===== src/include/mem_config.svh =====
`ifndef MEM_CONFIG_SVH
`define MEM_CONFIG_SVH

// byte address width for a 1 KiB space
`define MEM_ADDR_WIDTH 10

// RAM size in bytes
`define MEM_DEPTH 1024

// bytes per instruction or data word
`define WORD_BYTES 4

`endif


===== src/design/memTypesPkg.sv =====
package memTypesPkg;

    // controller sequencing states
    typedef enum logic [2:0] {
        stIdle,
        stFetch,
        stLoad,
        stStore,
        stDone
    } ctrlState_t;

    typedef enum logic {
        opLoad,
        opStore
    } memOp_t;

    // data access size
    typedef enum logic [1:0] {
        lenByte,
        lenHalf,
        lenWord
    } accessLen_t;

    typedef enum logic [1:0] {
        ownNone,
        ownFetch,
        ownData
    } busOwner_t;

endpackage


===== src/design/memBusPkg.sv =====
`include "mem_config.svh"

package memBusPkg;
    import memTypesPkg::*;

    typedef struct packed {
        logic                       en;
        logic [`MEM_ADDR_WIDTH-1:0] addr;
    } fetchReq_t;

    typedef struct packed {
        logic                      done;
        logic [`WORD_BYTES*8-1:0] inst;
    } fetchResp_t;

    typedef struct packed {
        logic                       en;
        memOp_t                     op;
        accessLen_t                 len;
        logic [`MEM_ADDR_WIDTH-1:0] addr;
        logic [`WORD_BYTES*8-1:0]   wdata;
    } dataReq_t;

    typedef struct packed {
        logic                      done;
        logic [`WORD_BYTES*8-1:0] rdata;
    } dataResp_t;

    // byte RAM port
    typedef struct packed {
        logic                       we;
        logic [`MEM_ADDR_WIDTH-1:0] addr;
        logic [7:0]                 wdata;
    } ramPort_t;

    // access issued by the FSM with a single-cycle start strobe
    typedef struct packed {
        logic                       start;
        logic                       isStore;
        accessLen_t                 len;
        logic [`MEM_ADDR_WIDTH-1:0] addr;
        logic [`WORD_BYTES*8-1:0]   wdata;
    } accessCmd_t;

endpackage


===== src/design/memCtrlFsm.sv =====
module memCtrlFsm (
    input  logic                    clk,
    input  logic                    rst,
    input  logic                    i_hold,
    input  memBusPkg::fetchReq_t    i_fetchReq,
    input  memBusPkg::dataReq_t     i_dataReq,
    input  logic                    i_lastByte,
    input  logic [31:0]             i_fetchWord,
    output memBusPkg::accessCmd_t   o_cmd,
    output logic                    o_advance,
    output memBusPkg::fetchResp_t   o_fetchResp,
    output logic                    o_dataDone,
    output memTypesPkg::busOwner_t  o_busOwner,
    output memTypesPkg::ctrlState_t o_state
);
    import memTypesPkg::*;

    ctrlState_t state;
    busOwner_t  owner;
    logic       doneReg;
    logic       active;
    logic       accept;

    assign active = (state == stFetch) || (state == stLoad) || (state == stStore);
    assign accept = (state == stIdle) && !i_hold && (i_dataReq.en || i_fetchReq.en);

    // one byte per unheld cycle while an access is running
    assign o_advance = active && !i_hold;

    // data requester wins when both are asking
    always_comb begin
        o_cmd.start = accept;
        o_cmd.wdata = i_dataReq.wdata;
        if (i_dataReq.en) begin
            o_cmd.isStore = (i_dataReq.op == opStore);
            o_cmd.len     = i_dataReq.len;
            o_cmd.addr    = i_dataReq.addr;
        end else begin
            o_cmd.isStore = 1'b0;
            o_cmd.len     = lenWord;
            o_cmd.addr    = i_fetchReq.addr;
        end
    end

    always_ff @(posedge clk) begin
        if (rst) begin
            state   <= stIdle;
            owner   <= ownNone;
            doneReg <= 1'b0;
        end else if (!i_hold) begin
            case (state)
                stIdle: begin
                    if (i_dataReq.en) begin
                        owner <= ownData;
                        if (i_dataReq.op == opStore) begin
                            state <= stStore;
                        end else begin
                            state <= stLoad;
                        end
                    end else if (i_fetchReq.en) begin
                        owner <= ownFetch;
                        state <= stFetch;
                    end
                end
                stFetch, stLoad, stStore: begin
                    if (i_lastByte) begin
                        state <= stDone;
                    end
                end
                stDone: begin
                    // first cycle drains the RAM read, second carries done
                    if (doneReg) begin
                        doneReg <= 1'b0;
                        owner   <= ownNone;
                        state   <= stIdle;
                    end else begin
                        doneReg <= 1'b1;
                    end
                end
                default: begin
                    state <= stIdle;
                end
            endcase
        end
    end

    // done stays pending while held
    assign o_fetchResp.done = doneReg && (owner == ownFetch) && !i_hold;
    assign o_fetchResp.inst = i_fetchWord;
    assign o_dataDone       = doneReg && (owner == ownData) && !i_hold;

    assign o_busOwner = owner;
    assign o_state    = state;

endmodule


===== config.mk =====
export PLATFORM = sky130hd
export DESIGN_NAME = memCtrlFsm
export DESIGN_NICKNAME = d
export VERILOG_FILES = /design/src/design/memTypesPkg.sv /design/src/design/memBusPkg.sv /design/src/design/memCtrlFsm.sv
export VERILOG_INCLUDE_DIRS = /design/src /design/src/include
export SDC_FILE = /design/constraint.sdc
export NUM_CORES = 1
export LEC_CHECK = 0
export BUFFER_PORTS_ARGS = -buffer_cell sky130_fd_sc_hd__buf_2
export CORE_AREA = 2 2 69 71
export CTS_CLUSTER_DIAMETER = 50
export DETAILED_ROUTE_END_ITERATION = 6
export DIE_AREA = 0 0 71 73
export GPL_ROUTABILITY_DRIVEN = 0
export HOLD_SLACK_MARGIN = 0.12
export PLACE_DENSITY_LB_ADDON = 0.25
export SLEW_MARGIN = 0
export SYNTH_ARGS = -nofsm -noshare
export SYNTH_HDL_FRONTEND = slang
export SYNTH_SLANG_ARGS = --single-unit
export TNS_END_PERCENT = 1

===== constraint.sdc =====
create_clock -name clk -period 2.7 [get_ports clk]
set_input_delay 0.27 -clock clk [delete_from_list [all_inputs] [get_ports clk]]
set_output_delay 0.27 -clock clk [all_outputs]
set_load 0.005 [all_outputs]

-- Yosys cells after proc, flatten, opt, wreduce, memory -nomap -nowiden
Cells that the tools add are included.
- logic and storage cells: 42
- output and inout bits: 86
- bits in registers: 6
- input port bits: 93
- bitwise operators: 1
- multiplexer cells: 12
- eq/ne operators: 9
- reductions and logical operators: 17
- operators by type and width (cell ; count):
    13-bit 2-to-1 mux ; 1
    3-bit 2-to-1 mux ; 4
    3-bit one-hot mux with 3 select lines ; 1
    4-bit AND reduction ; 2
    1-bit logical AND ; 7
    3-bit by 2-bit equality test with 1-bit output, second input constant ; 2
    2-bit 2-to-1 mux ; 3
    2-bit != test, second input constant ; 2
    2-bit one-hot mux with 2 select lines ; 1
    3-bit by 1-bit equality test with 1-bit output, second input constant ; 1
    3-bit equality test, second input constant ; 1
    3-bit zero test ; 1
    1-bit logical OR ; 3
    3-bit != test, second input constant ; 1
    3-bit OR reduction ; 1
    2-bit by 1-bit equality test with 1-bit output, second input constant ; 1
    2-bit equality test, second input constant ; 1
    1-bit 2-to-1 mux ; 2
    2-bit AND reduction ; 1
    2-bit nonzero test ; 1
    1-bit zero test ; 1
    1-bit inverter ; 1

-- Depth between registers and ports, before layout
Gate-level depths: netlist of the first run.
- word-level depth: 4
- gate-level depth with buffers: 4
- depth with buffers taken out: 3

-- Worst setup path after synthesis of the first run
No wires, ideal clock.
- kind: input-to-output
- start point: input i_dataReq[45] (netlist name)
- end point: output o_cmd[38] (netlist name)
- slack: 1429 ps
- arrival time: 1001 ps
- stages on the path: 3
- required time: 2430 ps
- buffers on the path: 2
- cell sequence: buf_2 > buf_2 > mux2_2
- RTL lines (item ; RTL line ; text):
    start, declared ; memCtrlFsm.sv:6 ; input memBusPkg::dataReq_t i_dataReq,
    end, declared ; memCtrlFsm.sv:9 ; output memBusPkg::accessCmd_t o_cmd,

==> key figures, run 1 <==
Status
  – Status: complete, no violations

Synthesis
  – Synth Warn #: 0
  – Synth cell count leaders: buf_4, mux2_2, dfxtp_1
  – Synth unique cells: 26
  – Sequential cell area fraction in the yosys report: 0.1232
  – Synth Instances: 119
  – Synth top area share: 0.5006
  – Post-Syn Nets: 212
  – Async S/R FF share, synth: 0
  – Yosys reg bits: 6
  – Area leader, netlist: buf_4
  – Mapped Avg Cell Area: 8.191 um^2
  – Mapped Area: 974.7 um^2
  – Post-synth EDFFs: 0
  – Ys flop type: dfxtp_1
  – Most common cell in the netlist: buf_4
  – Top post-synthesis cells by area: buf_4, dfxtp_1, mux2_2, nand2b_1, mux2_1

Worst hold path
  – Hold path cells: 2
  – Worst hold path startpoint: rst
  – Worst Hold Class: input port to flop
  – WHS Endpoint: o_state[0]

Placed design
  – Placed cell area: 784.5 um^2
  – Port bufs: 50
  – Dpl hpwl: 1956 um
  – DP Worst Slack: 1.327 ns
  – Dpl cells: 154

STA
  – Max Freq: 651.8 MHz
  – Fin crit share: 0.5683
  – Clk_skew: 0.004091 ns
  – Slew @ Worst Pin: 0.3770 ns
  – Fin crit period: 1.534 ns
  – Slew Limit Fails: 0
  – Final setup margin: 1.166 ns
  – Final Hold Fails: 0
  – Worst hold slack: 0.3079 ns
  – RSZ-0062 raised after global routing: false
  – Sum of negative setup slack: 0 ns
  – Endpoints failing setup: 0
  – Max-slew headroom: 0.7451

Final layout
  – Finished Layout Cells: 157
  – Multi-input logic area: 346.6 um^2
  – Fill cells: 519
  – Layout Utilization: 0.1821
  – N_diodes: 0
  – Synthesis-to-layout area growth: -15.28%
  – Share of layout cells above drive strength 1: 0.6214
  – Reg area: 120.1 um^2
  – Nets: 198
  – Post-layout instance area: 825.8 um^2

Critical path
  – Type of origin of the critical path: flop
  – Crit Reg-Reg Startpoint: o_state[1]
  – R2R Path End: o_state[2]
  – Worst-path maximum fanout: 7
  – WP data required: 2.43 ns
  – Nature of the critical path endpoint: output pin
  – Worst Path Arrival: 1.26 ns
  – R2r setup slk: 1.44 ns
  – WS Path Type: flop to output pin
  – R2R cell count: 3

Clock network
  – Clock buffer depth: 2
  – Postcts setup bufs: 0
  – Deepest level of the CTS H-tree: 1
  – Number of gates resized after cts: 0
  – CTS clk-pin slew, worst paths: 0.04 ns
  – Clk Latency, worst-skew pair: 0.22 ns
  – Root Buffer: clkbuf_8
  – TritonCTS Buffers: 3
  – TritonCTS clock tree: yes
  – CTS Sinks: 6
  – CTS Hold Buffers Added: 0

Routing
  – Drt first pass iters: 4
  – Vias: 703
  – Residual DRC count: 0
  – Remaining antenna violation count: 0
  – DR WL/cell: 14.62 um
  – 1st-iter DRT viols: 51
  – Total wire length: 2295 um
  – DR vias/cell: 4.478

Floorplan
  – Starting density of the core: 0.2149
  – Die W: 71 um
  – Core Region: 0.004536 mm^2
  – Die Footprint: 0.005183 mm^2
  – Chip Height: 73 um
  – Row count: 25
  – I/O pins: 179

GRT
  – Total grt overflow: 0
  – Initial antenna violation count: 0
  – Total track usage: 0.08326
  – First-pass GRT wire length: 3394 um
  – Largest net degree at the start of global routing: 20
  – Vias in the first global route: 701

Run
  – Max-cap violations: 0

Pwr
  – Worst vdd ir: 0.00007855 V
  – Pwr Density: 403.6 mW/mm^2
  – Total Power: 333.3 uW
  – Leak: 0.3861 nW
[critical path: stages, from the launching register on]
cell and delay, ns:
dfxtp_1 0.38, nor4_2 0.38, o21a_1 0.17, buf_2 0.11
[sequential cells by signal (all words and copies together) (netlist names)]
signal / cells
o_state: 3
o_busOwner: 2
doneReg: 1
[area by class of cell]
type | count | share of cell area
Multi-Input combinational cell | 44 | 0.4197
Timing Repair Buffer | 50 | 0.3030
Sequential cell | 6 | 0.1455
Tap cell | 54 | 0.08182
Clock buffer | 3 | 0.05000
[how the worst max path moves through the flow]
stage,to,cells after the start,startpoint,slack (ns)
2_1_floorplan,o_cmd[38],3,i_dataReq[45],1.43
3_3_place_gp,o_cmd[37],3,i_dataReq[45],1.36
3_5_place_dp,o_cmd[40],3,i_dataReq[45],1.33
4_1_cts,o_cmd[45],3,o_state[0],1.15
5_1_grt,o_cmd[45],3,o_state[0],1.08
6_report,o_cmd[45],3,o_state[0],1.17
[power by group]
group,total (mW),internal (mW),switching [mW]
Sequential,0.106,0.0952,0.0107
Combinational,0.0915,0.0533,0.0382
Clock,0.136,0.0959,0.0399
Total,0.333,0.244,0.0889
[cell families (layout without fill, tap and decap cells)]
kind of cell | Yosys count | count (layout) | share of synthesized area
AND/OR/NAND/NOR | 23 | 23 | 0.1682
XOR/XNOR | 1 | 1 | 0.008988
multiplexers | 10 | 10 | 0.1155
AO/OA/AOI/OAI | 10 | 10 | 0.06291
buffers and inverters | 69 | 53 | 0.5212
flip-flops | 6 | 6 | 0.1232
[cell usage in the layout (no fill, tap or decap)]
master,netlist,final
nor4_2,1,1
clkbuf_8,0,3
nor3_1,4,4
o21a_1,1,1
o21ai_1,2,2
nand2_1,1,1
o21ai_0,2,2
nor2_2,1,1
buf_2,4,50
nor4b_1,2,2
o211ai_1,1,1
nor2b_1,1,1
o211a_1,1,1
nor2_1,2,2
mux2_1,2,2
nor4b_2,1,1
nand3b_1,1,1
dfxtp_1,6,6
a31oi_1,1,1
and2_1,2,2
mux2_2,8,8
a21oi_1,2,2
nor4bb_1,2,2
or4b_1,1,1
xnor2_1,1,1
nand2b_1,4,4
[routing by layer]
metal / up-vias / global-route usage / part of all wire
met5: - / 0 / 0
met4: 0 / 0.07547 / 0.045
met3: 22 / 0.04972 / 0.20
met2: 90 / 0.1308 / 0.44
met1: 290 / 0.07533 / 0.31
li1: 301 / - / -
No activity file was read; power rests on OpenSTA's default activity.
==> run 2, diff against run 1 <==
--- a/config.mk
+++ b/config.mk
@@ -7,10 +7,11 @@
 export NUM_CORES = 1
 export LEC_CHECK = 0
 export BUFFER_PORTS_ARGS = -buffer_cell sky130_fd_sc_hd__buf_2
-export CORE_AREA = 2 2 69 71
+export CORE_ASPECT_RATIO = 0.6
+export CORE_MARGIN = 1
+export CORE_UTILIZATION = 24
 export CTS_CLUSTER_DIAMETER = 50
 export DETAILED_ROUTE_END_ITERATION = 6
-export DIE_AREA = 0 0 71 73
 export GPL_ROUTABILITY_DRIVEN = 0
 export HOLD_SLACK_MARGIN = 0.12
 export PLACE_DENSITY_LB_ADDON = 0.25
==> constraint.sdc (replaced) <==
create_clock -name clk -period 1.25 [get_ports clk]
set_input_delay 0.125 -clock clk [delete_from_list [all_inputs] [get_ports clk]]
set_output_delay 0.125 -clock clk [all_outputs]
set_load 0.005 [all_outputs]
==> key figures, run 2 (synthesis results as in run 1) <==
STA
  – Final Hold Fails: 0 (unchanged)
  – Fin crit share: 0.9932
  – Max Freq: 805.5 MHz
  – Clk_skew: 0.007664 ns (+0.003572 ns)
  – Max-slew headroom: 0.8056 (+0.06041)
  – Slew @ Worst Pin: 0.2909 ns (-0.08607 ns)
  – Endpoints failing setup: 0 (unchanged)
  – RSZ-0062 raised after global routing: true
  – Slew Limit Fails: 0 (unchanged)
  – Fin crit period: 1.242 ns
  – Sum of negative setup slack: 0 ns (unchanged)

Final layout
  – Fill cells: 419 (-19%)
  – Share of layout cells above drive strength 1: 0.7037 (+0.08234)
  – N_diodes: 0 (unchanged)
  – Post-layout instance area: 894.6 um^2 (+8.3%)
  – Max reg flops: 3 (unchanged)
  – Most common cell after layout, fill and taps aside: buf_2
  – Multi-input logic area: 374.1 um^2 (+7.9%)
  – Synthesis-to-layout area growth: -8.216%
  – Most frequent cells in the layout: buf_2, mux2_2, nand2b_1, buf_4
  – Nets: 203 (+2.5%)
  – Reg area: 128.9 um^2 (+7.3%)

Floorplan
  – Row count: 17 (-32%)
  – Starting density of the core: 0.2574 (+0.04254)
  – I/O pins: 179 (unchanged)
  – Die Footprint: 0.004329 mm^2 (-16%)
  – Chip Height: 51.37 um (-30%)
  – Core Region: 0.003786 mm^2 (-17%)
  – Die W: 84.27 um (+19%)

Critical path
  – Type of origin of the critical path: flop
  – WP data required: 1.12 ns (-1.31 ns)
  – Cell Chain, Critical Path: nor4_4 > o21a_1 > buf_2
  – WP buf/inv: 1 (unchanged)
  – Worst-path maximum fanout: 3 (-4)
  – Worst Path Arrival: 1.12 ns (-0.14 ns)
  – Worst path slowest cell: dfxtp_4
  – WS Path Type: flop to output pin
  – Crit-path leading delay family: flip-flops
  – Peak per-stage delay on the critical path: 0.35 ns (-0.03 ns)
  – Nature of the critical path endpoint: output pin

Pwr
  – Leak: 0.4220 nW (+9.3%)
  – Switching Fraction: 0.2792 (+0.01258)
  – Combinational Power Share: 0.307 (+0.032)
  – Clk pwr share: 0.399 (-0.009)
  – Worst vdd ir: 0.0002391 V (+200%)
  – Sequential Power Share: 0.294 (-0.024)
  – Switch Pwr: 212.4 uW (+140%)
  – Pwr Density: 850.2 mW/mm^2 (+110%)
  – Internal Power: 548.3 uW (+120%)

Routing
  – Residual DRC count: 8 (+8)
  – Drt first pass iters: 6 (+2)
  – Remaining antenna violation count: 0 (unchanged)
  – DR WL/cell: 14.46 um (-1.1%)
  – 1st-iter DRT viols: 20 (-61%)
  – Vias: 704 (+0.14%)
  – Total wire length: 2241 um (-2.4%)
  – DR vias/cell: 4.542 (+1.4%)

Clock network
  – CTS Sinks: 6 (unchanged)
  – CTS Hold Buffers Added: 0 (unchanged)
  – Deepest level of the CTS H-tree: 1 (unchanged)
  – Root Buffer: clkbuf_8
  – TritonCTS Buffers: 3 (unchanged)
  – Clk Latency, worst-skew pair: 0.23 ns (about the same)
  – Clock buffer depth: 2 (unchanged)
  – CTS clk-pin slew, worst paths: 0.04 ns (about the same)
  – TritonCTS clock tree: yes

GRT
  – Initial antenna violation count: 0 (unchanged)
  – Total track usage: 0.09482 (+0.01155)
  – Vias in the first global route: 676 (-3.6%)
  – Total grt overflow: 0 (unchanged)
  – First-pass GRT wire length: 3270 um (-3.7%)
  – Largest net degree at the start of global routing: 15 (-25%)

Worst hold path
  – Worst Hold Class: input port to flop

Status
  – Violated checks: DRC
  – Status: finished with violations

Placed design
  – Placed cell area: 783.3 um^2 (-0.16%)
  – Port bufs: 50 (unchanged)
  – Dpl hpwl: 1744 um (-11%)

Run
  – Max-cap violations: 0 (unchanged)
[run 2: worst register-to-register path, cell delays in order (launching register included)]
cell	delay [ns]
dfxtp_4	0.35
buf_4	0.16
or4b_4	0.53
a21oi_2	0.11
[run 2: layout make-up]
type	count	share of cell area
flip-flops and latches	6	0.1441
well taps	47	0.06573
clock buffers	3	0.04615
repair buffers	55	0.3259
multi-input cells	44	0.4182
[run 2: worst paths after layout]
path / from / to / slack (ns) / cells after the start
max: o_state[2] / o_cmd[45] / 0.008 / 3
max reg2reg: o_state[2] / o_state[2] / 0.03 / 3
min: rst / o_state[2] / 0.13 / 2
min reg2reg: o_busOwner[1] / o_busOwner[1] / 0.52 / 2
[run 2: per-layer routing]
metal	routed length (um)	track usage	vias to the layer above
met2	1010	0.1475	51
li1	-	-	309
met4	99	0.06897	0
met5	0	0	-
met1	807	0.09135	326
met3	323	0.06462	18
[run 2: what timing repair did]
item                       4_1_cts  5_1_grt
setup buffers                    3        1
gates resized for setup          5        6
setup endpoints to repair        1        4
hold endpoints to repair         0        0
pin swaps                        1        1
[run 2: power by group through the flow]
stage | registers (mW) | clock network [mW] | logic (mW)
detailed placement | 0.230 | 0 | 0.203
CTS | 0.222 | 0.310 | 0.222
finish | 0.224 | 0.303 | 0.234
global route | 0.226 | 0.313 | 0.256
global placement | 0.230 | 0 | 0.203
floorplan | 0.225 | 0 | 0.272
[run 2: metrics by stage]
stage          utilization  hold slack (ns)  worst slack (ns)  power (mW)  cells
2_1_floorplan            -           0.1941            0.1046      0.4973    119
3_3_place_gp        0.2069           0.2500           0.07079      0.4329    148
3_5_place_dp        0.2069           0.2500           0.05105      0.4334    148
4_1_cts             0.2280           0.1365         -0.007120      0.7545    154
5_1_grt             0.2363           0.1425          -0.03200      0.7954    155
6_report            0.2363           0.1316          0.008459      0.7606    155
==> run 3, diff against run 2 <==
--- a/config.mk
+++ b/config.mk
@@ -7,11 +7,10 @@
 export NUM_CORES = 1
 export LEC_CHECK = 0
 export BUFFER_PORTS_ARGS = -buffer_cell sky130_fd_sc_hd__buf_2
-export CORE_ASPECT_RATIO = 0.6
-export CORE_MARGIN = 1
-export CORE_UTILIZATION = 24
+export CORE_AREA = 2 2 69 71
 export CTS_CLUSTER_DIAMETER = 50
 export DETAILED_ROUTE_END_ITERATION = 6
+export DIE_AREA = 0 0 71 73
 export GPL_ROUTABILITY_DRIVEN = 0
 export HOLD_SLACK_MARGIN = 0.12
 export PLACE_DENSITY_LB_ADDON = 0.25
==> key figures, run 3 (synthesis results as in run 1) <==
Status
  – Status: finished with violations
  – Violated checks: setup timing

Clock network
  – Deepest level of the CTS H-tree: 1 (unchanged)
  – Clk Latency, worst-skew pair: 0.23 ns (about the same)
  – CTS clk-pin slew, worst paths: 0.04 ns (about the same)
  – TritonCTS clock tree: yes
  – CTS Hold Buffers Added: 0 (unchanged)
  – Root Buffer: clkbuf_8
  – TritonCTS Buffers: 3 (unchanged)
  – Clock buffer depth: 2 (unchanged)
  – CTS Sinks: 6 (unchanged)

Routing
  – Remaining antenna violation count: 0 (unchanged)
  – Highest metal used: met4
  – DR WL/cell: 14.64 um (+1.3%)
  – Residual DRC count: 0 (-8)
  – Drt first pass iters: 4 (-2)
  – Vias: 727 (+3.3%)
  – Met3 WL: 484 um (+50%)
  – Total wire length: 2357 um (+5.2%)
  – Routed wl met2: 1094 um (+8.3%)
  – 1st-iter DRT viols: 43 (+110%)
  – DR vias/cell: 4.516 (-0.58%)
  – M1 WL: 639 um (-21%)

Floorplan
  – Starting density of the core: 0.2149 (-0.04254)
  – Core Region: 0.004536 mm^2 (+20%)
  – Row count: 25 (+8)
  – Chip Height: 73 um (+42%)
  – I/O pins: 179 (unchanged)
  – Die Footprint: 0.005183 mm^2 (+20%)
  – Die W: 71 um (-16%)

GRT
  – Largest net degree at the start of global routing: 20 (+5)
  – Total track usage: 0.08876 (-0.006055)
  – First-pass GRT wire length: 3581 um (+9.5%)
  – Total grt overflow: 0 (unchanged)
  – Vias in the first global route: 744 (+10%)
  – Initial antenna violation count: 0 (unchanged)

Pwr
  – Total Power: 757.7 uW (-0.38%)
  – Switching Fraction: 0.2774 (-0.001848)
  – Internal Power: 547.6 uW (-0.13%)
  – Leak: 0.4105 nW (-2.7%)
  – Pwr Density: 863.9 mW/mm^2 (+1.6%)
  – Clk pwr share: 0.402 (+0.003)
  – Sequential Power Share: 0.302 (+0.008)
  – Combinational Power Share: 0.296 (-0.011)
  – Worst vdd ir: 0.0001947 V (-19%)
  – Switch Pwr: 210.2 uW (-1.0%)

Final layout
  – Most common cell after layout, fill and taps aside: buf_2
  – N_diodes: 0 (unchanged)
  – Share of layout cells above drive strength 1: 0.6729 (-0.03081)
  – Synthesis-to-layout area growth: -10.01%
  – Fill cells: 502 (+20%)
  – Nets: 202 (-0.49%)
  – Max reg flops: 3 (unchanged)
  – Most frequent cells in the layout: buf_2, mux2_2, nand2b_1, nor3_1, buf_4

Critical path
  – Worst-path maximum fanout: 4 (+1)
  – Worst path slowest cell: dfxtp_4
  – R2r setup slk: 0.05 ns (+0.02 ns)
  – R2R cell count: 4 (+1)
  – Nature of the critical path endpoint: output pin
  – Crit-path leading delay family: flip-flops
  – Worst Path Arrival: 1.14 ns (+0.02 ns)
  – WS Path Type: flop to output pin
  – Peak per-stage delay on the critical path: 0.35 ns (about the same)
  – R2R Path End: o_state[2]
  – WP buf/inv: 1 (unchanged)
  – Type of origin of the critical path: flop
  – WP data required: 1.12 ns (about the same)
  – Crit Reg-Reg Startpoint: o_state[0]
  – Cell Chain, Critical Path: nor4_4 > o21a_1 > buf_2

Run
  – Max-cap violations: 0 (unchanged)

STA
  – Endpoints failing setup: 1 (+1)
  – Fin crit share: 1.012 (+0.01882)
  – Slew @ Worst Pin: 0.3826 ns (+0.09173 ns)
  – Worst hold slack: 0.1478 ns (+0.01615 ns)
  – RSZ-0062 raised after global routing: true
  – Fin crit period: 1.265 ns (+0.02352 ns)
  – Clk_skew: 0.002210 ns (-0.005454 ns)
  – Max Freq: 790.5 MHz (-1.9%)
  – Max-slew headroom: 0.7413 (-0.06424)
  – Final setup margin: -0.01506 ns (-0.02352 ns)
  – Final Hold Fails: 0 (unchanged)
  – Slew Limit Fails: 0 (unchanged)

Placed design
  – Dpl hpwl: 1951 um (+12%)
  – Port bufs: 50 (unchanged)
  – DP Worst Slack: 0.03186 ns (-0.01919 ns)

Worst hold path
  – Worst hold path startpoint: rst
  – Worst Hold Class: input port to flop
  – Hold path cells: 2 (unchanged)
  – WHS Endpoint: o_state[0]
[run 3: changes by cell type in the layout (fill, tap and decap cells not counted), sizes merged]
cell	previous run	this run
buf	55	54
[run 3: layout make-up]
class                           instances  area, um^2  share of cell area
Multi-Input combinational cell         44       361.6              0.4123
Sequential cell                         6       126.4              0.1441
Timing Repair Buffer                   54       280.3              0.3195
Clock buffer                            3       41.29             0.04708
Tap cell                               54       67.56             0.07703
[run 3: metrics by stage]
| stage | instances | setup TNS (ns) | cell area, um^2 | utilization |
|---|---|---|---|---|
| floorplan | 119 | 0 | 974.7 | - |
| global placement | 155 | 0 | 792.0 | 0.1746 |
| detailed placement | 155 | 0 | 792.0 | 0.1746 |
| CTS | 161 | -0.03932 | 870.8 | 0.1920 |
| global route | 161 | -0.1686 | 877.1 | 0.1934 |
| finish | 161 | -0.01506 | 877.1 | 0.1934 |
[run 3: what timing repair did]
action	CTS	global route
buffers inserted	3	0
gates resized for setup	5	1
setup endpoints to repair	2	4
pin swaps	1	0
[run 3: routing by layer]
layer,vias to the layer above,GRT usage
li1,308,-
met1,309,0.06794
met2,89,0.1464
met3,21,0.05525
met4,0,0.09434
met5,-,0
[run 3: worst max path at each step]
stage / to / depth (start not counted) / slack (ns) / from
global route: o_cmd[45] / 3 / -0.06 / o_state[0]
floorplan: o_state[2] / 3 / 0.10 / o_state[0]
detailed placement: o_state[2] / 3 / 0.03 / o_state[1]
CTS: o_cmd[45] / 3 / -0.03 / o_state[0]
global placement: o_state[2] / 3 / 0.09 / o_state[2]
finish: o_cmd[45] / 3 / -0.02 / o_state[0]
[run 3: worst reg2reg max path: cells and delay by family, from the launching register on]
| family | cells | cell delay (ns) |
|---|---|---|
| buffers and inverters | 1 | 0.14 |
| DFF | 1 | 0.35 |
| and+or+nand+nor | 1 | 0.40 |
| AOI/OAI and AO/OA | 2 | 0.24 |
[run 3: power groups by stage]
stage / clock network, mW / registers [mW] / logic, mW
floorplan: 0 / 0.225 / 0.272
CTS: 0.310 / 0.228 / 0.226
global placement: 0 / 0.228 / 0.206
detailed placement: 0 / 0.230 / 0.206
global route: 0.324 / 0.231 / 0.248
finish: 0.305 / 0.229 / 0.224
